--- config.mk ---
export PLATFORM = sky130hd
export DESIGN_NAME = instr_tracer
export DESIGN_NICKNAME = d
export VERILOG_FILES = /design/src/source/trace_pkg.sv /design/src/source/instr_tracer.sv /design/src/source/trace_retire_buf.sv /design/src/source/trace_wb_stage.sv /design/src/source/trace_ex_stage.sv
export SDC_FILE = /design/constraint.sdc
export NUM_CORES = 1
export LEC_CHECK = 0
export ABC_CLOCK_PERIOD_IN_PS = 6250
export CAP_MARGIN = 20
export CORE_AREA = 8 8 417 337
export DETAILED_ROUTE_END_ITERATION = 10
export DIE_AREA = 0 0 425 345
export DONT_BUFFER_PORTS = 1
export RECOVER_POWER = 100
export SLEW_MARGIN = 20
export SYNTH_ARGS = -nofsm -noshare
export SYNTH_HDL_FRONTEND = slang
export SYNTH_SLANG_ARGS = --single-unit
--- constraint.sdc ---
create_clock -name clk_i -period 6.25 [get_ports clk_i]
set_input_delay 0.3125 -clock clk_i [delete_from_list [all_inputs] [get_ports clk_i]]
set_output_delay 0.3125 -clock clk_i [all_outputs]
set_load 0.02 [all_outputs]
--- src/source/trace_pkg.sv ---
// Widths, core observation structs and the trace record
// shared by all tracer stages
`default_nettype none

package trace_pkg;

  // ------------------------------------------------------------
  // Widths with a meaning
  // ------------------------------------------------------------
  typedef logic [31:0] xlen_t;
  typedef logic [4:0]  reg_addr_t;
  typedef logic [31:0] cycle_t;

  // One integer register write
  typedef struct packed {
    logic      valid;
    reg_addr_t addr;
    xlen_t     data;
  } reg_wr_t;

  // One data memory access, wdata stays zero for reads
  typedef struct packed {
    logic  valid;
    logic  write;
    xlen_t addr;
    xlen_t wdata;
  } mem_acc_t;

  // One retired instruction as it leaves the tracer
  typedef struct packed {
    cycle_t   stamp;
    xlen_t    pc;
    xlen_t    instr;
    logic     compressed;
    reg_wr_t  rd;
    mem_acc_t mem;
  } trace_rec_t;

  // ------------------------------------------------------------
  // Observation points on the core
  // ------------------------------------------------------------
  typedef struct packed {
    logic  valid;
    logic  decoding;
    logic  illegal;
    xlen_t pc;
    xlen_t instr;
    logic  compressed;
  } decode_if_t;

  typedef struct packed {
    logic      ex_valid;
    logic      reg_we;
    reg_addr_t reg_addr;
    xlen_t     reg_wdata;
    logic      data_req;
    logic      data_gnt;
    logic      data_we;
    xlen_t     data_addr;
    xlen_t     data_wdata;
  } ex_obs_t;

  typedef struct packed {
    logic      wb_valid;
    logic      reg_we;
    reg_addr_t reg_addr;
    xlen_t     reg_wdata;
  } wb_obs_t;

endpackage

`default_nettype wire
--- src/source/instr_tracer.sv ---
// Instruction-retire tracer top level
// Chain of execute slot, writeback slot and retire buffer
`default_nettype none

module instr_tracer #(
  parameter int unsigned FIFO_DEPTH  = 4,
  parameter int unsigned MAX_CREDITS = 2
) (
  input  logic                  clk_i,
  input  logic                  rst_n,
  input  trace_pkg::decode_if_t dec_i,
  input  trace_pkg::ex_obs_t    ex_i,
  input  trace_pkg::wb_obs_t    wb_i,
  input  logic                  credit_i,
  output trace_pkg::trace_rec_t rec_o,
  output logic                  rec_valid_o,
  output logic                  overflow_o
);
  import trace_pkg::*;

  trace_rec_t ex_rec;
  trace_rec_t ret_rec;
  logic       ex_move;
  logic       ret_push;

  trace_ex_stage u_ex (
    .clk_i     (clk_i),
    .rst_n     (rst_n),
    .dec_i     (dec_i),
    .ex_i      (ex_i),
    .ex_rec_o  (ex_rec),
    .ex_move_o (ex_move)
  );

  trace_wb_stage u_wb (
    .clk_i      (clk_i),
    .rst_n      (rst_n),
    .ex_rec_i   (ex_rec),
    .ex_move_i  (ex_move),
    .wb_i       (wb_i),
    .ret_rec_o  (ret_rec),
    .ret_push_o (ret_push)
  );

  // Back-pressure ends here, the core is never stalled
  trace_retire_buf #(
    .FIFO_DEPTH  (FIFO_DEPTH),
    .MAX_CREDITS (MAX_CREDITS)
  ) u_buf (
    .clk_i       (clk_i),
    .rst_n       (rst_n),
    .rec_i       (ret_rec),
    .push_i      (ret_push),
    .credit_i    (credit_i),
    .rec_o       (rec_o),
    .rec_valid_o (rec_valid_o),
    .overflow_o  (overflow_o)
  );

endmodule

`default_nettype wire

--- src/source/trace_retire_buf.sv ---
// In-order record FIFO with credit-paced output
// and a sticky overflow flag
`default_nettype none

module trace_retire_buf #(
  parameter int unsigned FIFO_DEPTH  = 4,
  parameter int unsigned MAX_CREDITS = 2
) (
  input  logic                  clk_i,
  input  logic                  rst_n,
  input  trace_pkg::trace_rec_t rec_i,
  input  logic                  push_i,
  input  logic                  credit_i,
  output trace_pkg::trace_rec_t rec_o,
  output logic                  rec_valid_o,
  output logic                  overflow_o
);
  import trace_pkg::*;

  localparam int unsigned PTR_W = (FIFO_DEPTH > 1) ? $clog2(FIFO_DEPTH) : 1;
  localparam int unsigned CNT_W = $clog2(FIFO_DEPTH + 1);
  localparam int unsigned CRD_W = $clog2(MAX_CREDITS + 1);

  trace_rec_t       mem_q [FIFO_DEPTH];
  logic [PTR_W-1:0] wr_ptr_q;
  logic [PTR_W-1:0] rd_ptr_q;
  logic [CNT_W-1:0] count_q;
  logic [CRD_W-1:0] credits_q;
  logic             full;
  logic             wr_en;
  logic             send;

  assign full  = (count_q == CNT_W'(FIFO_DEPTH));
  assign wr_en = push_i && !full;
  // A record goes out only against a credit
  assign send  = (count_q != '0) && (credits_q != '0);

  // ------------------------------------------------------------
  // Pointers, fill level, credits and overflow
  // ------------------------------------------------------------
  always_ff @(posedge clk_i or negedge rst_n) begin
    if (!rst_n) begin
      wr_ptr_q    <= '0;
      rd_ptr_q    <= '0;
      count_q     <= '0;
      credits_q   <= CRD_W'(MAX_CREDITS);
      rec_valid_o <= 1'b0;
      overflow_o  <= 1'b0;
    end else begin
      if (wr_en) begin
        wr_ptr_q <= (wr_ptr_q == PTR_W'(FIFO_DEPTH - 1)) ? '0 : wr_ptr_q + 1'b1;
      end
      if (send) begin
        rd_ptr_q <= (rd_ptr_q == PTR_W'(FIFO_DEPTH - 1)) ? '0 : rd_ptr_q + 1'b1;
      end
      count_q     <= count_q + CNT_W'(wr_en) - CNT_W'(send);
      credits_q   <= credits_q + CRD_W'(credit_i) - CRD_W'(send);
      rec_valid_o <= send;
      // Sticky until reset once a record is lost
      if (push_i && full) begin
        overflow_o <= 1'b1;
      end
    end
  end

  // Record storage and output register
  always_ff @(posedge clk_i) begin
    if (wr_en) begin
      mem_q[wr_ptr_q] <= rec_i;
    end
    if (send) begin
      rec_o <= mem_q[rd_ptr_q];
    end
  end

  // Consumer never returns more credits than it was sent records
  a_credit_bound : assert property (@(posedge clk_i) disable iff (!rst_n)
    credits_q <= CRD_W'(MAX_CREDITS));

endmodule

`default_nettype wire

--- src/source/trace_wb_stage.sv ---
// Writeback slot of the tracer: load write-back merge
// and hand-off of completed records
`default_nettype none

module trace_wb_stage (
  input  logic                  clk_i,
  input  logic                  rst_n,
  input  trace_pkg::trace_rec_t ex_rec_i,
  input  logic                  ex_move_i,
  input  trace_pkg::wb_obs_t    wb_i,
  output trace_pkg::trace_rec_t ret_rec_o,
  output logic                  ret_push_o
);
  import trace_pkg::*;

  trace_rec_t slot_q;
  trace_rec_t slot_merged;
  logic       slot_valid_q;
  logic       is_load;

  // A read access in the record marks a load
  assign is_load = slot_q.mem.valid && !slot_q.mem.write;

  always_comb begin
    slot_merged = slot_q;
    if (wb_i.reg_we && is_load) begin
      slot_merged.rd.valid = 1'b1;
      slot_merged.rd.addr  = wb_i.reg_addr;
      slot_merged.rd.data  = wb_i.reg_wdata;
    end
  end

  // Record retires in the wb_valid cycle with the load data included
  assign ret_rec_o  = slot_merged;
  assign ret_push_o = slot_valid_q && wb_i.wb_valid;

  always_ff @(posedge clk_i or negedge rst_n) begin
    if (!rst_n) begin
      slot_valid_q <= 1'b0;
    end else if (ex_move_i) begin
      slot_valid_q <= 1'b1;
    end else if (ret_push_o) begin
      slot_valid_q <= 1'b0;
    end
  end

  // A load write-back may come before wb_valid, so keep the merge
  always_ff @(posedge clk_i) begin
    if (ex_move_i) begin
      slot_q <= ex_rec_i;
    end else if (slot_valid_q) begin
      slot_q <= slot_merged;
    end
  end

  // Writeback writes only come from loads that passed execute
  a_wb_write_is_load : assert property (@(posedge clk_i) disable iff (!rst_n)
    wb_i.reg_we |-> (slot_valid_q && is_load));

endmodule

`default_nettype wire

--- src/source/trace_ex_stage.sv ---
// Execute slot of the tracer: record creation at decode,
// cycle stamp and merging of execute results
`default_nettype none

module trace_ex_stage (
  input  logic                  clk_i,
  input  logic                  rst_n,
  input  trace_pkg::decode_if_t dec_i,
  input  trace_pkg::ex_obs_t    ex_i,
  output trace_pkg::trace_rec_t ex_rec_o,
  output logic                  ex_move_o
);
  import trace_pkg::*;

  cycle_t     cycle_q;
  trace_rec_t slot_q;
  trace_rec_t slot_merged;
  logic       slot_valid_q;
  logic       dec_new;
  logic       data_acc;

  // Only legal instructions that are really decoded get a record
  assign dec_new  = dec_i.valid && dec_i.decoding && !dec_i.illegal;
  assign data_acc = ex_i.data_req && ex_i.data_gnt;

  // Edges since reset release
  always_ff @(posedge clk_i or negedge rst_n) begin
    if (!rst_n) begin
      cycle_q <= '0;
    end else begin
      cycle_q <= cycle_q + cycle_t'(1);
    end
  end

  // ------------------------------------------------------------
  // Merge of execute results into the held record
  // ------------------------------------------------------------
  always_comb begin
    slot_merged = slot_q;
    if (ex_i.reg_we) begin
      slot_merged.rd.valid = 1'b1;
      slot_merged.rd.addr  = ex_i.reg_addr;
      slot_merged.rd.data  = ex_i.reg_wdata;
    end
    if (data_acc) begin
      slot_merged.mem.valid = 1'b1;
      slot_merged.mem.write = ex_i.data_we;
      slot_merged.mem.addr  = ex_i.data_addr;
      slot_merged.mem.wdata = ex_i.data_we ? ex_i.data_wdata : '0;
    end
  end

  // Results of the leaving cycle travel with the record
  assign ex_rec_o  = slot_merged;
  assign ex_move_o = slot_valid_q && ex_i.ex_valid;

  always_ff @(posedge clk_i or negedge rst_n) begin
    if (!rst_n) begin
      slot_valid_q <= 1'b0;
    end else if (dec_new) begin
      slot_valid_q <= 1'b1;
    end else if (ex_move_o) begin
      slot_valid_q <= 1'b0;
    end
  end

  always_ff @(posedge clk_i) begin
    if (dec_new) begin
      slot_q.stamp      <= cycle_q;
      slot_q.pc         <= dec_i.pc;
      slot_q.instr      <= dec_i.instr;
      slot_q.compressed <= dec_i.compressed;
      slot_q.rd         <= '0;
      slot_q.mem        <= '0;
    end else if (slot_valid_q) begin
      slot_q <= slot_merged;
    end
  end

  // Execute results always belong to an instruction in the slot
  a_ex_result_has_slot : assert property (@(posedge clk_i) disable iff (!rst_n)
    (ex_i.reg_we || data_acc) |-> slot_valid_q);

  // One instruction per stage, so decode only refills a leaving slot
  a_no_slot_overwrite : assert property (@(posedge clk_i) disable iff (!rst_n)
    (dec_new && slot_valid_q) |-> ex_move_o);

endmodule

`default_nettype wire

==> results of run 1 <==
[worst min-delay path, stage by stage]
cell     delay [ns]
nand2_1        0.03
buf_4          0.27
nand2_1        0.12
a21oi_1        0.05
[registers in the layout, indices dropped and copies added (netlist names)]
name               cells
u_wb.slot_valid_q      1
u_buf.rec_valid_o      1
u_ex.slot_q          104
u_buf.count_q          3
u_wb.ret_rec_o       163
u_buf.mem_q          804
u_wb.slot_q           38
u_buf.credits_q        2
u_buf.overflow_o       1
u_ex.cycle_q          32
u_buf.rec_o          201
u_ex.slot_valid_q      1
u_buf.rd_ptr_q         2
u_buf.wr_ptr_q         2
u_ex.ex_rec_o         97
[worst max path at each step]
stage          cells after the start             endpoint  slack [ns]               from
5_1_grt                            4   u_buf.mem_q[2][71]        1.46   u_buf.count_q[1]
4_1_cts                            4  u_buf.mem_q[1][198]        3.14  u_wb.slot_valid_q
2_1_floorplan                      3    u_buf.mem_q[0][0]        0.24   u_buf.count_q[0]
3_5_place_dp                       4  u_buf.mem_q[1][179]        3.14   u_buf.count_q[0]
6_report                           4  u_wb.ret_rec_o[197]        1.86  u_ex.slot_valid_q
3_3_place_gp                       4  u_buf.mem_q[1][176]        3.19  u_wb.slot_valid_q
[area by class of cell]
type                            count  area [µm²]  area share [%]
Inverter                           11        50.0          0.0805
Multi-Input combinational cell   1185       10000            16.1
Antenna cell                       14        35.0          0.0564
Timing Repair Buffer              267        2740            4.41
Clock inverter                     79         805            1.29
Clock buffer                      195        3960            6.37
Tap cell                         1769        2210            3.56
Sequential cell                  1452       42300            68.1
[kinds of logic (layout without fill, tap and decap cells)]
kind of cell             count (synthesis)  after routing  share of synthesized area [%]
XOR/XNOR                                33             33                          0.544
AO/OA/AOI/OAI                          215            215                           2.05
multiplexers                           275            275                           10.0
flip-flops                            1452           1452                           79.7
adder cells (fa/ha/maj)                  9              9                          0.226
buffers and inverters                  170            552                           1.52
other                                    0             14                              0
AND/OR/NAND/NOR                        653            653                           5.96
[cell usage after synthesis (2+ instances only)]
| master | count |
|---|---|
| inv_1 | 11 |
| nand3_1 | 78 |
| nand4_1 | 12 |
| mux2i_1 | 37 |
| nand3b_1 | 2 |
| xor2_1 | 2 |
| xnor2_1 | 31 |
| dfxtp_1 | 104 |
| clkbuf_1 | 64 |
| nor2_1 | 50 |
| buf_4 | 19 |
| buf_6 | 4 |
| and2_1 | 104 |
| dfrtp_1 | 44 |
| mux2_2 | 37 |
| mux4_2 | 201 |
| and4_1 | 3 |
| buf_1 | 19 |
| buf_2 | 53 |
| edfxtp_1 | 1303 |
| a21oi_1 | 205 |
| ha_1 | 8 |
| and3_1 | 102 |
| nor3_1 | 4 |
| o21ai_0 | 5 |
| nand2_1 | 291 |
[per-stage QoR]
step / instances / setup slack (ns) / util, %
final: 4972 / 1.86 / 46.6
after floorplan: 2807 / 0.244 / -
after CTS: 4956 / 3.14 / 46.6
after detailed placement: 4448 / 3.14 / 41.2
after global routing: 4966 / 1.46 / 46.6
after global placement: 4448 / 3.19 / 41.2
[report_power, final]
group | internal, µW | switching (µW)
Combinational | 1500 | 1930
Clock | 4890 | 3690
Sequential | 12300 | 1810
[metal layers]
| layer | wire length (µm) | up-vias | GRT usage, % | part of all wire, % |
|---|---|---|---|---|
| li1 | - | 11440 | - | - |
| met1 | 49700 | 13360 | 20.4 | 41 |
| met2 | 61600 | 754 | 27.5 | 51 |
| met3 | 6390 | 188 | 3.67 | 5.3 |
| met4 | 2750 | 2 | 4.71 | 2.3 |
| met5 | 13 | - | 0 | 0.011 |
[what timing repair did]
| item | in CTS | in global routing |
|---|---|---|
| endpoints found under the setup margin | 0 | 0 |
| hold buffers | 234 | 1 |
| hold endpoints to repair | 569 | 2 |
[cells in the final DEF, fill, tap and decap left out, types with 4 or more instances in the layout]
cell type	n
clkinv_4	4
and2_4	4
buf_12	8
clkbuf_16	147
mux2i_1	37
clkbuf_1	44
edfxtp_1	1303
bufinv_16	9
buf_16	4
xnor2_1	31
ha_1	8
nand2_1	288
diode_2	14
and2_1	45
nand4_1	12
a21oi_1	205
buf_4	17
inv_6	7
clkinv_2	18
dfrtp_1	43
dfxtp_1	104
mux4_2	201
dlygate4sd3_1	231
mux2_1	37
inv_1	9
clkinvlp_4	7
nor2_1	48
nor3_1	4
clkinv_1	24
and4_1	4
and2_0	55
nand3_1	78
and3_1	102
o21ai_0	5
clkbuf_8	10
==> flow_summary.json, run 1 <==
{
  "outcome": "finished with violations",
  "failed_checks": "max-capacitance violations, max-slew violations",
  "slew_headroom_pct": -99.1,
  "reg2reg_to": "u_wb.ret_rec_o[197]",
  "min_path_cells": 4,
  "fin_nets": 3289,
  "syn_nets": 3032,
  "synth_cell_types": 40,
  "finalMaxSlewViolations": 409,
  "fp.dieW_um": 425,
  "netlist_area_mm2": 0.0531,
  "core-area_mm2": 0.133,
  "worst-path-buf-inv": 3,
  "cp-start-kind": "flop",
  "synth_edf_count": 1303,
  "fin_crit_ns": 4.39,
  "clkTransAtPathRegs_ns": 0.06,
  "powerDensity_mw_per_mm2": 421,
  "grt_pass1_wl_mm": 178,
  "rsz0062_at_grt": "false",
  "yosys.area.top_type_share_pct": 73.7,
  "drt-total-wl_mm": 120,
  "path_cells": "nand2_1 -> clkinvlp_2 -> buf_16 -> buf_12",
  "grt_start_max_net_pins": 133,
  "whs_ns": 0.0967,
  "post_dp_cell_area_mm2": 0.0550,
  "post_cts_resized": 0,
  "endpoint_kind": "flop",
  "hpwlAfterDp_mm": 68.0,
  "globalRouteOverflowTotal": 0,
  "rows": 120,
  "wire_per_inst_um": 24.2,
  "critPathMaxFanout": 109,
  "syn_inst": 2807,
  "yosys-top-cells-area": "edfxtp_1, mux4_2, dfxtp_1, dfrtp_1, nand2_1",
  "ys_seq_elements": 1452,
  "antenna_found_initial": 14,
  "reg2reg_slack_ns": 1.86,
  "place_congestion": 0.737,
  "cts_buffer_depth": 3,
  "drtPass1Iterations": 5,
  "grt_pass1_vias": 26488,
  "clock_latency_ns": 0.77,
  "critPathSlowestCell": "clkinvlp_2",
  "post_cts_buffers": 0,
  "async_reset_ff_share_pct": 3.10,
  "avgSynthCellArea_um2": 18.9,
  "clkSinkCount": 1452,
  "htreeDepth": 4,
  "r2r_start": "u_ex.slot_valid_q",
  "portBuffers": 0,
  "cp_data_arrival_time_ns": 4.75,
  "timing.final.hold_violations": 0,
  "cp_top_family": "buffers and inverters",
  "total_leakage_power_uw": 0.0203,
  "tritoncts": "done",
  "fin_setup_tns_ns": 0,
  "dieArea_mm2": 0.147,
  "drc": 0,
  "drv_cap": 9,
  "ctsRootBufferMaster": "clkbuf_16",
  "io-pin-count": 419,
  "worstHoldPathType": "in -> reg",
  "critPathKind": "reg -> reg",
  "yosysWarnings": 0,
  "setup_violations": 0,
  "synthFlopType": "edfxtp_1",
  "dr.first_iter.drc_count": 1904,
  "fmaxAchievable_mhz": 228,
  "drive_gt1_share_pct": 14.4,
  "vdd_ir_drop_max_mv": 0.308,
  "min_to": "u_ex.slot_q[100]",
  "hp-start": "ex_i[104]",
  "initial_core_util_pct": 39.8,
  "skew_ns": 0.0222,
  "critPathRequiredTime_ns": 6.62,
  "ys_seq_area_share_pct": 79.7,
  "reg2reg_depth": 4,
  "cts_buffers": 147,
  "cpPeakStageDelay_ns": 1.29,
  "fillers": 11040,
  "final_area_mm2": 0.0622,
  "fin_total_pwr_uw": 26100,
  "period_share_pct": 70.2,
  "antenna_left": 0,
  "worst_pin_slew_ns": 2.99,
  "num_vias": 25744,
  "grt_util_all_layers_pct": 16.1,
  "area_growth_pct": 17.0,
  "yosysTopAreaCell": "edfxtp_1",
  "drt-vias-per-instance": 5.18,
  "dieHeight_um": 345
}
Power figures use the tool's default switching activity.
==> run 2: changes to the inputs <==
--- a/config.mk
+++ b/config.mk
@@ -5,7 +5,7 @@
 export SDC_FILE = /design/constraint.sdc
 export NUM_CORES = 1
 export LEC_CHECK = 0
-export ABC_CLOCK_PERIOD_IN_PS = 6250
+export ABC_CLOCK_PERIOD_IN_PS = 4000
 export CAP_MARGIN = 20
 export CORE_AREA = 8 8 417 337
 export DETAILED_ROUTE_END_ITERATION = 10
==> constraint.sdc (replaced) <==
create_clock -name clk_i -period 4 [get_ports clk_i]
set_input_delay 0.2 -clock clk_i [delete_from_list [all_inputs] [get_ports clk_i]]
set_output_delay 0.2 -clock clk_i [all_outputs]
set_load 0.02 [all_outputs]
==> run 2 against run 1 <==
The run still ends with max-capacitance violations, max-slew violations left. Flip-flop and latch count stayed put. Die area stayed put. Worst setup slack worse by 1.2 ns. Total power grew 57%. Critical path depth unchanged. Register-to-register slack got worse by 1.2 ns. Clock power rose by 58%. First-iteration DRC count is 12% higher. Combinational power rose by 59%. Sequential share of layout area fell by 0.56 points. Fmax increased by 31%.
==> flow_summary.json, run 2 (same netlist as run 1, synthesis figures left out) <==
{
  "outcome": "finished with violations",
  "failed_checks": "max-capacitance violations, max-slew violations",
  "dr.first_iter.drc_count": 2139,
  "dieArea_mm2": 0.147,
  "drc": 0,
  "drt-vias-per-instance": 5.18,
  "r2r_start": "u_buf.count_q[0]",
  "initial_core_util_pct": 39.8,
  "cts_buffers": 147,
  "crit_start": "u_buf.count_q[0]",
  "htreeDepth": 4,
  "tritoncts": "done",
  "antenna_left": 0,
  "fmaxAchievable_mhz": 300,
  "setup_violations": 0,
  "area_growth_pct": 18.0,
  "critPathRequiredTime_ns": 4.38,
  "grt_pass1_vias": 26990,
  "grt_util_all_layers_pct": 16.5,
  "worstHoldPathType": "in -> reg",
  "fin_setup_tns_ns": 0,
  "endpoint": "u_buf.mem_q[3][178]",
  "postLayoutCoreUtil_pct": 47.0,
  "globalRouteOverflowTotal": 0,
  "reg2reg_to": "u_buf.mem_q[3][178]",
  "cp-start-kind": "flop",
  "drt-total-wl_mm": 124,
  "clkTransAtPathRegs_ns": 0.06,
  "timing.final.hold_violations": 0,
  "antenna_found_initial": 18,
  "cp_data_arrival_time_ns": 3.71,
  "hp-start": "ex_i[104]",
  "fin_ws_ns": 0.662,
  "wire_per_inst_um": 24.6,
  "dp_cells": 4476,
  "grt_pass1_wl_mm": 182,
  "worst_pin_slew_ns": 1.93,
  "finalMaxSlewViolations": 219,
  "critPathMaxFanout": 48,
  "layout_common_cells": "edfxtp_1, nand2_1, dlygate4sd3_1, a21oi_1, mux4_2",
  "final_common_cell": "edfxtp_1",
  "grt_start_max_net_pins": 136,
  "total_leakage_power_uw": 0.0206,
  "rows": 120,
  "regMostFlops": "u_buf.mem_q",
  "rsz0062_at_grt": "false",
  "clock_latency_ns": 0.77,
  "cts_buffer_depth": 3,
  "portBuffers": 0,
  "io-pin-count": 419,
  "core-area_mm2": 0.133,
  "ctsRootBufferMaster": "clkbuf_16",
  "period_share_pct": 83.4,
  "dieHeight_um": 345,
  "post_cts_buffers": 0,
  "critPathKind": "reg -> reg",
  "fin_crit_ns": 3.34,
  "place_congestion": 0.781,
  "num_vias": 26112,
  "slew_headroom_pct": -29.2,
  "fp.dieW_um": 425,
  "post_cts_resized": 0,
  "clkSinkCount": 1452,
  "largest_reg_flops": 804,
  "powerDensity_mw_per_mm2": 657,
  "reg2reg_depth": 4,
  "drive_gt1_share_pct": 14.8,
  "vdd_ir_drop_max_mv": 0.455,
  "skew_ns": 0.0310,
  "stdcell_count": 5037,
  "endpoint_kind": "flop",
  "drv_cap": 5,
  "reg2reg_slack_ns": 0.66,
  "ctsHoldBuffers": 273,
  "place_ws_ns": 1.23,
  "drtPass1Iterations": 5,
  "fin_nets": 3354,
  "hpwlAfterDp_mm": 73.2
}
-- run 2: changes by cell type in the layout (fill, tap and decap cells not counted), sizes merged --
cell and change:
inv -2, clkinv +4, diode +1, clkbuf +32
dlygate4sd3 +37, clkinvlp -4, buf -4, bufinv +1
-- run 2: where the power goes --
| group | switching [µW] | total (µW) | internal, µW |
|---|---|---|---|
| logic | 3030 | 5470 | 2440 |
| registers | 2880 | 22100 | 19200 |
| clock network | 5820 | 13600 | 7740 |
-- run 2: through the flow --
stage               instance area (µm²)  hold slack [ns]  total power [µW]
finish                            62700           0.0813             41200
global route                      62700           0.0450             42800
CTS                               63000          0.00235             42000
floorplan                         53200          -0.0956             25500
global placement                  55400          -0.0902             27800
detailed placement                55400          -0.0905             28000
-- run 2: worst min path at each step --
stage,cells past startpoint,to
after global routing,2,u_ex.slot_valid_q
after floorplan,0,u_buf.count_q[0]
final,4,u_ex.slot_q[103]
after CTS,2,u_ex.ex_rec_o[185]
after detailed placement,0,u_ex.cycle_q[3]
after global placement,0,u_ex.cycle_q[4]
-- run 2: layout make-up --
cell class / count / area [µm²]
Antenna cell: 15 / 37.5
Clock buffer: 195 / 3970
Clock inverter: 78 / 823
Fill cell: 10950 / 70600
Inverter: 11 / 52.6
Multi-Input combinational cell: 1185 / 9990
Sequential cell: 1452 / 42300
Tap cell: 1769 / 2210
Timing Repair Buffer: 332 / 3240
-- run 2: worst max-delay path, cell delays in order, from the launching register on --
cell      delay (ns)
dfrtp_1         0.39
nor2_1          0.09
a21oi_1         0.44
and2_2          1.09
clkbuf_4        0.91
-- run 2: metal layers --
metal  track usage (%)  vias to the layer above  part of all wire, %
li1                  -                    11573                    -
met1              20.5                    13532                   41
met2              28.2                      791                   51
met3              3.82                      216                  5.4
met4              5.71                        0                  3.1
met5                 0                        -                    0
==> run 3: changes to the inputs <==
--- a/config.mk
+++ b/config.mk
@@ -5,7 +5,7 @@
 export SDC_FILE = /design/constraint.sdc
 export NUM_CORES = 1
 export LEC_CHECK = 0
-export ABC_CLOCK_PERIOD_IN_PS = 4000
+export ABC_CLOCK_PERIOD_IN_PS = 3100
 export CAP_MARGIN = 20
 export CORE_AREA = 8 8 417 337
 export DETAILED_ROUTE_END_ITERATION = 10
==> constraint.sdc (replaced) <==
create_clock -name clk_i -period 3.1 [get_ports clk_i]
set_input_delay 0.155 -clock clk_i [delete_from_list [all_inputs] [get_ports clk_i]]
set_output_delay 0.155 -clock clk_i [all_outputs]
set_load 0.02 [all_outputs]
==> run 3 against run 2 <==
The flow now finishes without violations. Worst setup slack got worse by 0.34 ns. Sequential power increased by 29%. Die area unchanged. First-iteration DRC count decreased by 5.5%. Clock power increased by 24%.
==> flow_summary.json, run 3 (same netlist as run 1, synthesis figures left out) <==
{
  "skew_ns": 0.0198,
  "reg2reg_depth": 4,
  "core-area_mm2": 0.133,
  "grt_pass1_vias": 27159,
  "power_switching_uw": 15000,
  "clock_latency_ns": 0.76,
  "num_vias": 26170,
  "cp-start-kind": "input pin",
  "swShare_pct": 28.5,
  "grt_pass1_wl_mm": 180,
  "drc": 0,
  "internal-power_uw": 37700,
  "dieArea_mm2": 0.147,
  "regMostFlops": "u_buf.mem_q",
  "r2r_start": "u_buf.count_q[0]",
  "endpoint_kind": "flop",
  "portBuffers": 0,
  "critPathKind": "in -> reg",
  "fillers": 10988,
  "place_ws_ns": 0.674,
  "timing.final.hold_violations": 0,
  "fin_crit_ns": 2.78,
  "globalRouteOverflowTotal": 0,
  "stdcell_count": 5065,
  "worst_pin_slew_ns": 1.19,
  "largest_reg_flops": 804,
  "cp_data_arrival_time_ns": 3.29,
  "dieHeight_um": 345,
  "min_path_cells": 2,
  "reg2reg_slack_ns": 0.37,
  "critPathRequiredTime_ns": 3.61,
  "finalMaxSlewViolations": 0,
  "pwr-share-clk_pct": 32.1,
  "grt_start_max_net_pins": 111,
  "drtPass1Iterations": 7,
  "multi_input_area_mm2": 0.0100,
  "dr.first_iter.drc_count": 2022,
  "vdd_ir_drop_max_mv": 0.622,
  "hpwlAfterDp_mm": 74.7,
  "grt_util_all_layers_pct": 16.3,
  "final_common_cell": "edfxtp_1",
  "layout_common_cells": "edfxtp_1, dlygate4sd3_1, nand2_1, a21oi_1, mux4_2",
  "setup_violations": 0,
  "drt-total-wl_mm": 123,
  "reg2reg_to": "u_buf.mem_q[0][31]",
  "antenna_found_initial": 17,
  "fmaxAchievable_mhz": 360,
  "hp-start": "dec_i[53]",
  "power_frac_seq_pct": 54.4,
  "critPathMaxFanout": 98,
  "clkSinkCount": 1452,
  "htreeDepth": 4,
  "cts_buffer_depth": 3,
  "fp.dieW_um": 425,
  "initial_core_util_pct": 39.8,
  "io-pin-count": 419,
  "worstHoldPathType": "in -> reg",
  "cts_buffers": 143,
  "regArea_mm2": 0.0423,
  "clkTransAtPathRegs_ns": 0.06,
  "post_cts_buffers": 0,
  "area_growth_pct": 18.6,
  "drt-vias-per-instance": 5.17,
  "ctsRootBufferMaster": "clkbuf_16",
  "combPwrFrac_pct": 13.5,
  "dp_cells": 4497,
  "min_to": "u_ex.ex_rec_o[157]",
  "antenna_left": 0,
  "outcome": "completed",
  "fin_ws_ns": 0.323,
  "drv_cap": 0,
  "slew_headroom_pct": 20.9,
  "powerDensity_mw_per_mm2": 836,
  "tritoncts": "done",
  "drive_gt1_share_pct": 15.0,
  "fin_setup_tns_ns": 0,
  "place_congestion": 0.770,
  "rows": 120,
  "rsz0062_at_grt": "false",
  "total_leakage_power_uw": 0.0207,
  "fin_nets": 3396,
  "wire_per_inst_um": 24.3,
  "period_share_pct": 89.6
}
run 3: layout make-up:
| cell class | instances | area share, % |
|---|---|---|
| Multi-Input combinational cell | 1185 | 15.9 |
| Clock inverter | 67 | 1.06 |
| Tap cell | 1769 | 3.51 |
| Clock buffer | 191 | 6.16 |
| Inverter | 11 | 0.0834 |
| Sequential cell | 1452 | 67.2 |
| Antenna cell | 12 | 0.0477 |
| Timing Repair Buffer | 378 | 5.99 |
run 3: layer usage:
metal	up-vias	wire length, µm	part of all wire [%]	global-route usage (%)
met1	13495	49700	40	20.3
met5	-	27	0.022	0
li1	11639	-	-	-
met4	4	4170	3.4	6.39
met2	807	62600	51	27.7
met3	225	6380	5.2	3.82
run 3: repair_timing:
| item | CTS | global route |
|---|---|---|
| gates resized for setup | 0 | 0 |
| hold buffers | 298 | 0 |
| endpoints found under the hold margin | 736 | 0 |
run 3: stage by stage:
step	util (%)	area [µm²]	total power [µW]	hold WS (ns)
2_1_floorplan	-	53200	32600	-0.141
3_3_place_gp	41.8	55700	36000	-0.136
3_5_place_dp	41.8	55700	36300	-0.136
4_1_cts	47.5	63300	53700	0.0224
5_1_grt	47.2	63000	54700	0.0647
6_report	47.2	63000	52700	0.112
run 3: critical path, stage by stage:
cell and delay, ns:
dlygate4sd3_1 0.86, buf_16 0.40, nand2_1 0.28, inv_8 0.50
buf_12 0.28, a21oi_1 0.09, dlygate4sd3_1 0.56
run 3: power groups by stage:
stage	registers (µW)	logic, µW	clock network (µW)
floorplan	27600	5070	0
global placement	29200	6890	0
detailed placement	29200	7060	0
CTS	28800	7560	17400
global route	28900	7770	18100
finish	28600	7110	16900
run 3: worst max path at each step:
stage | from | endpoint | slack [ns] | cells past startpoint
after global routing | u_buf.count_q[0] | u_buf.mem_q[0][29] | 0.18 | 4
after detailed placement | u_buf.count_q[0] | u_buf.mem_q[0][66] | 0.67 | 4
final | ex_i[105] | u_wb.slot_q[98] | 0.32 | 7
after floorplan | u_buf.count_q[0] | u_buf.rec_o[0] | -1.19 | 2
after CTS | u_ex.slot_valid_q | u_ex.slot_q[16] | 0.51 | 6
after global placement | u_buf.count_q[0] | u_buf.mem_q[0][87] | 0.72 | 4
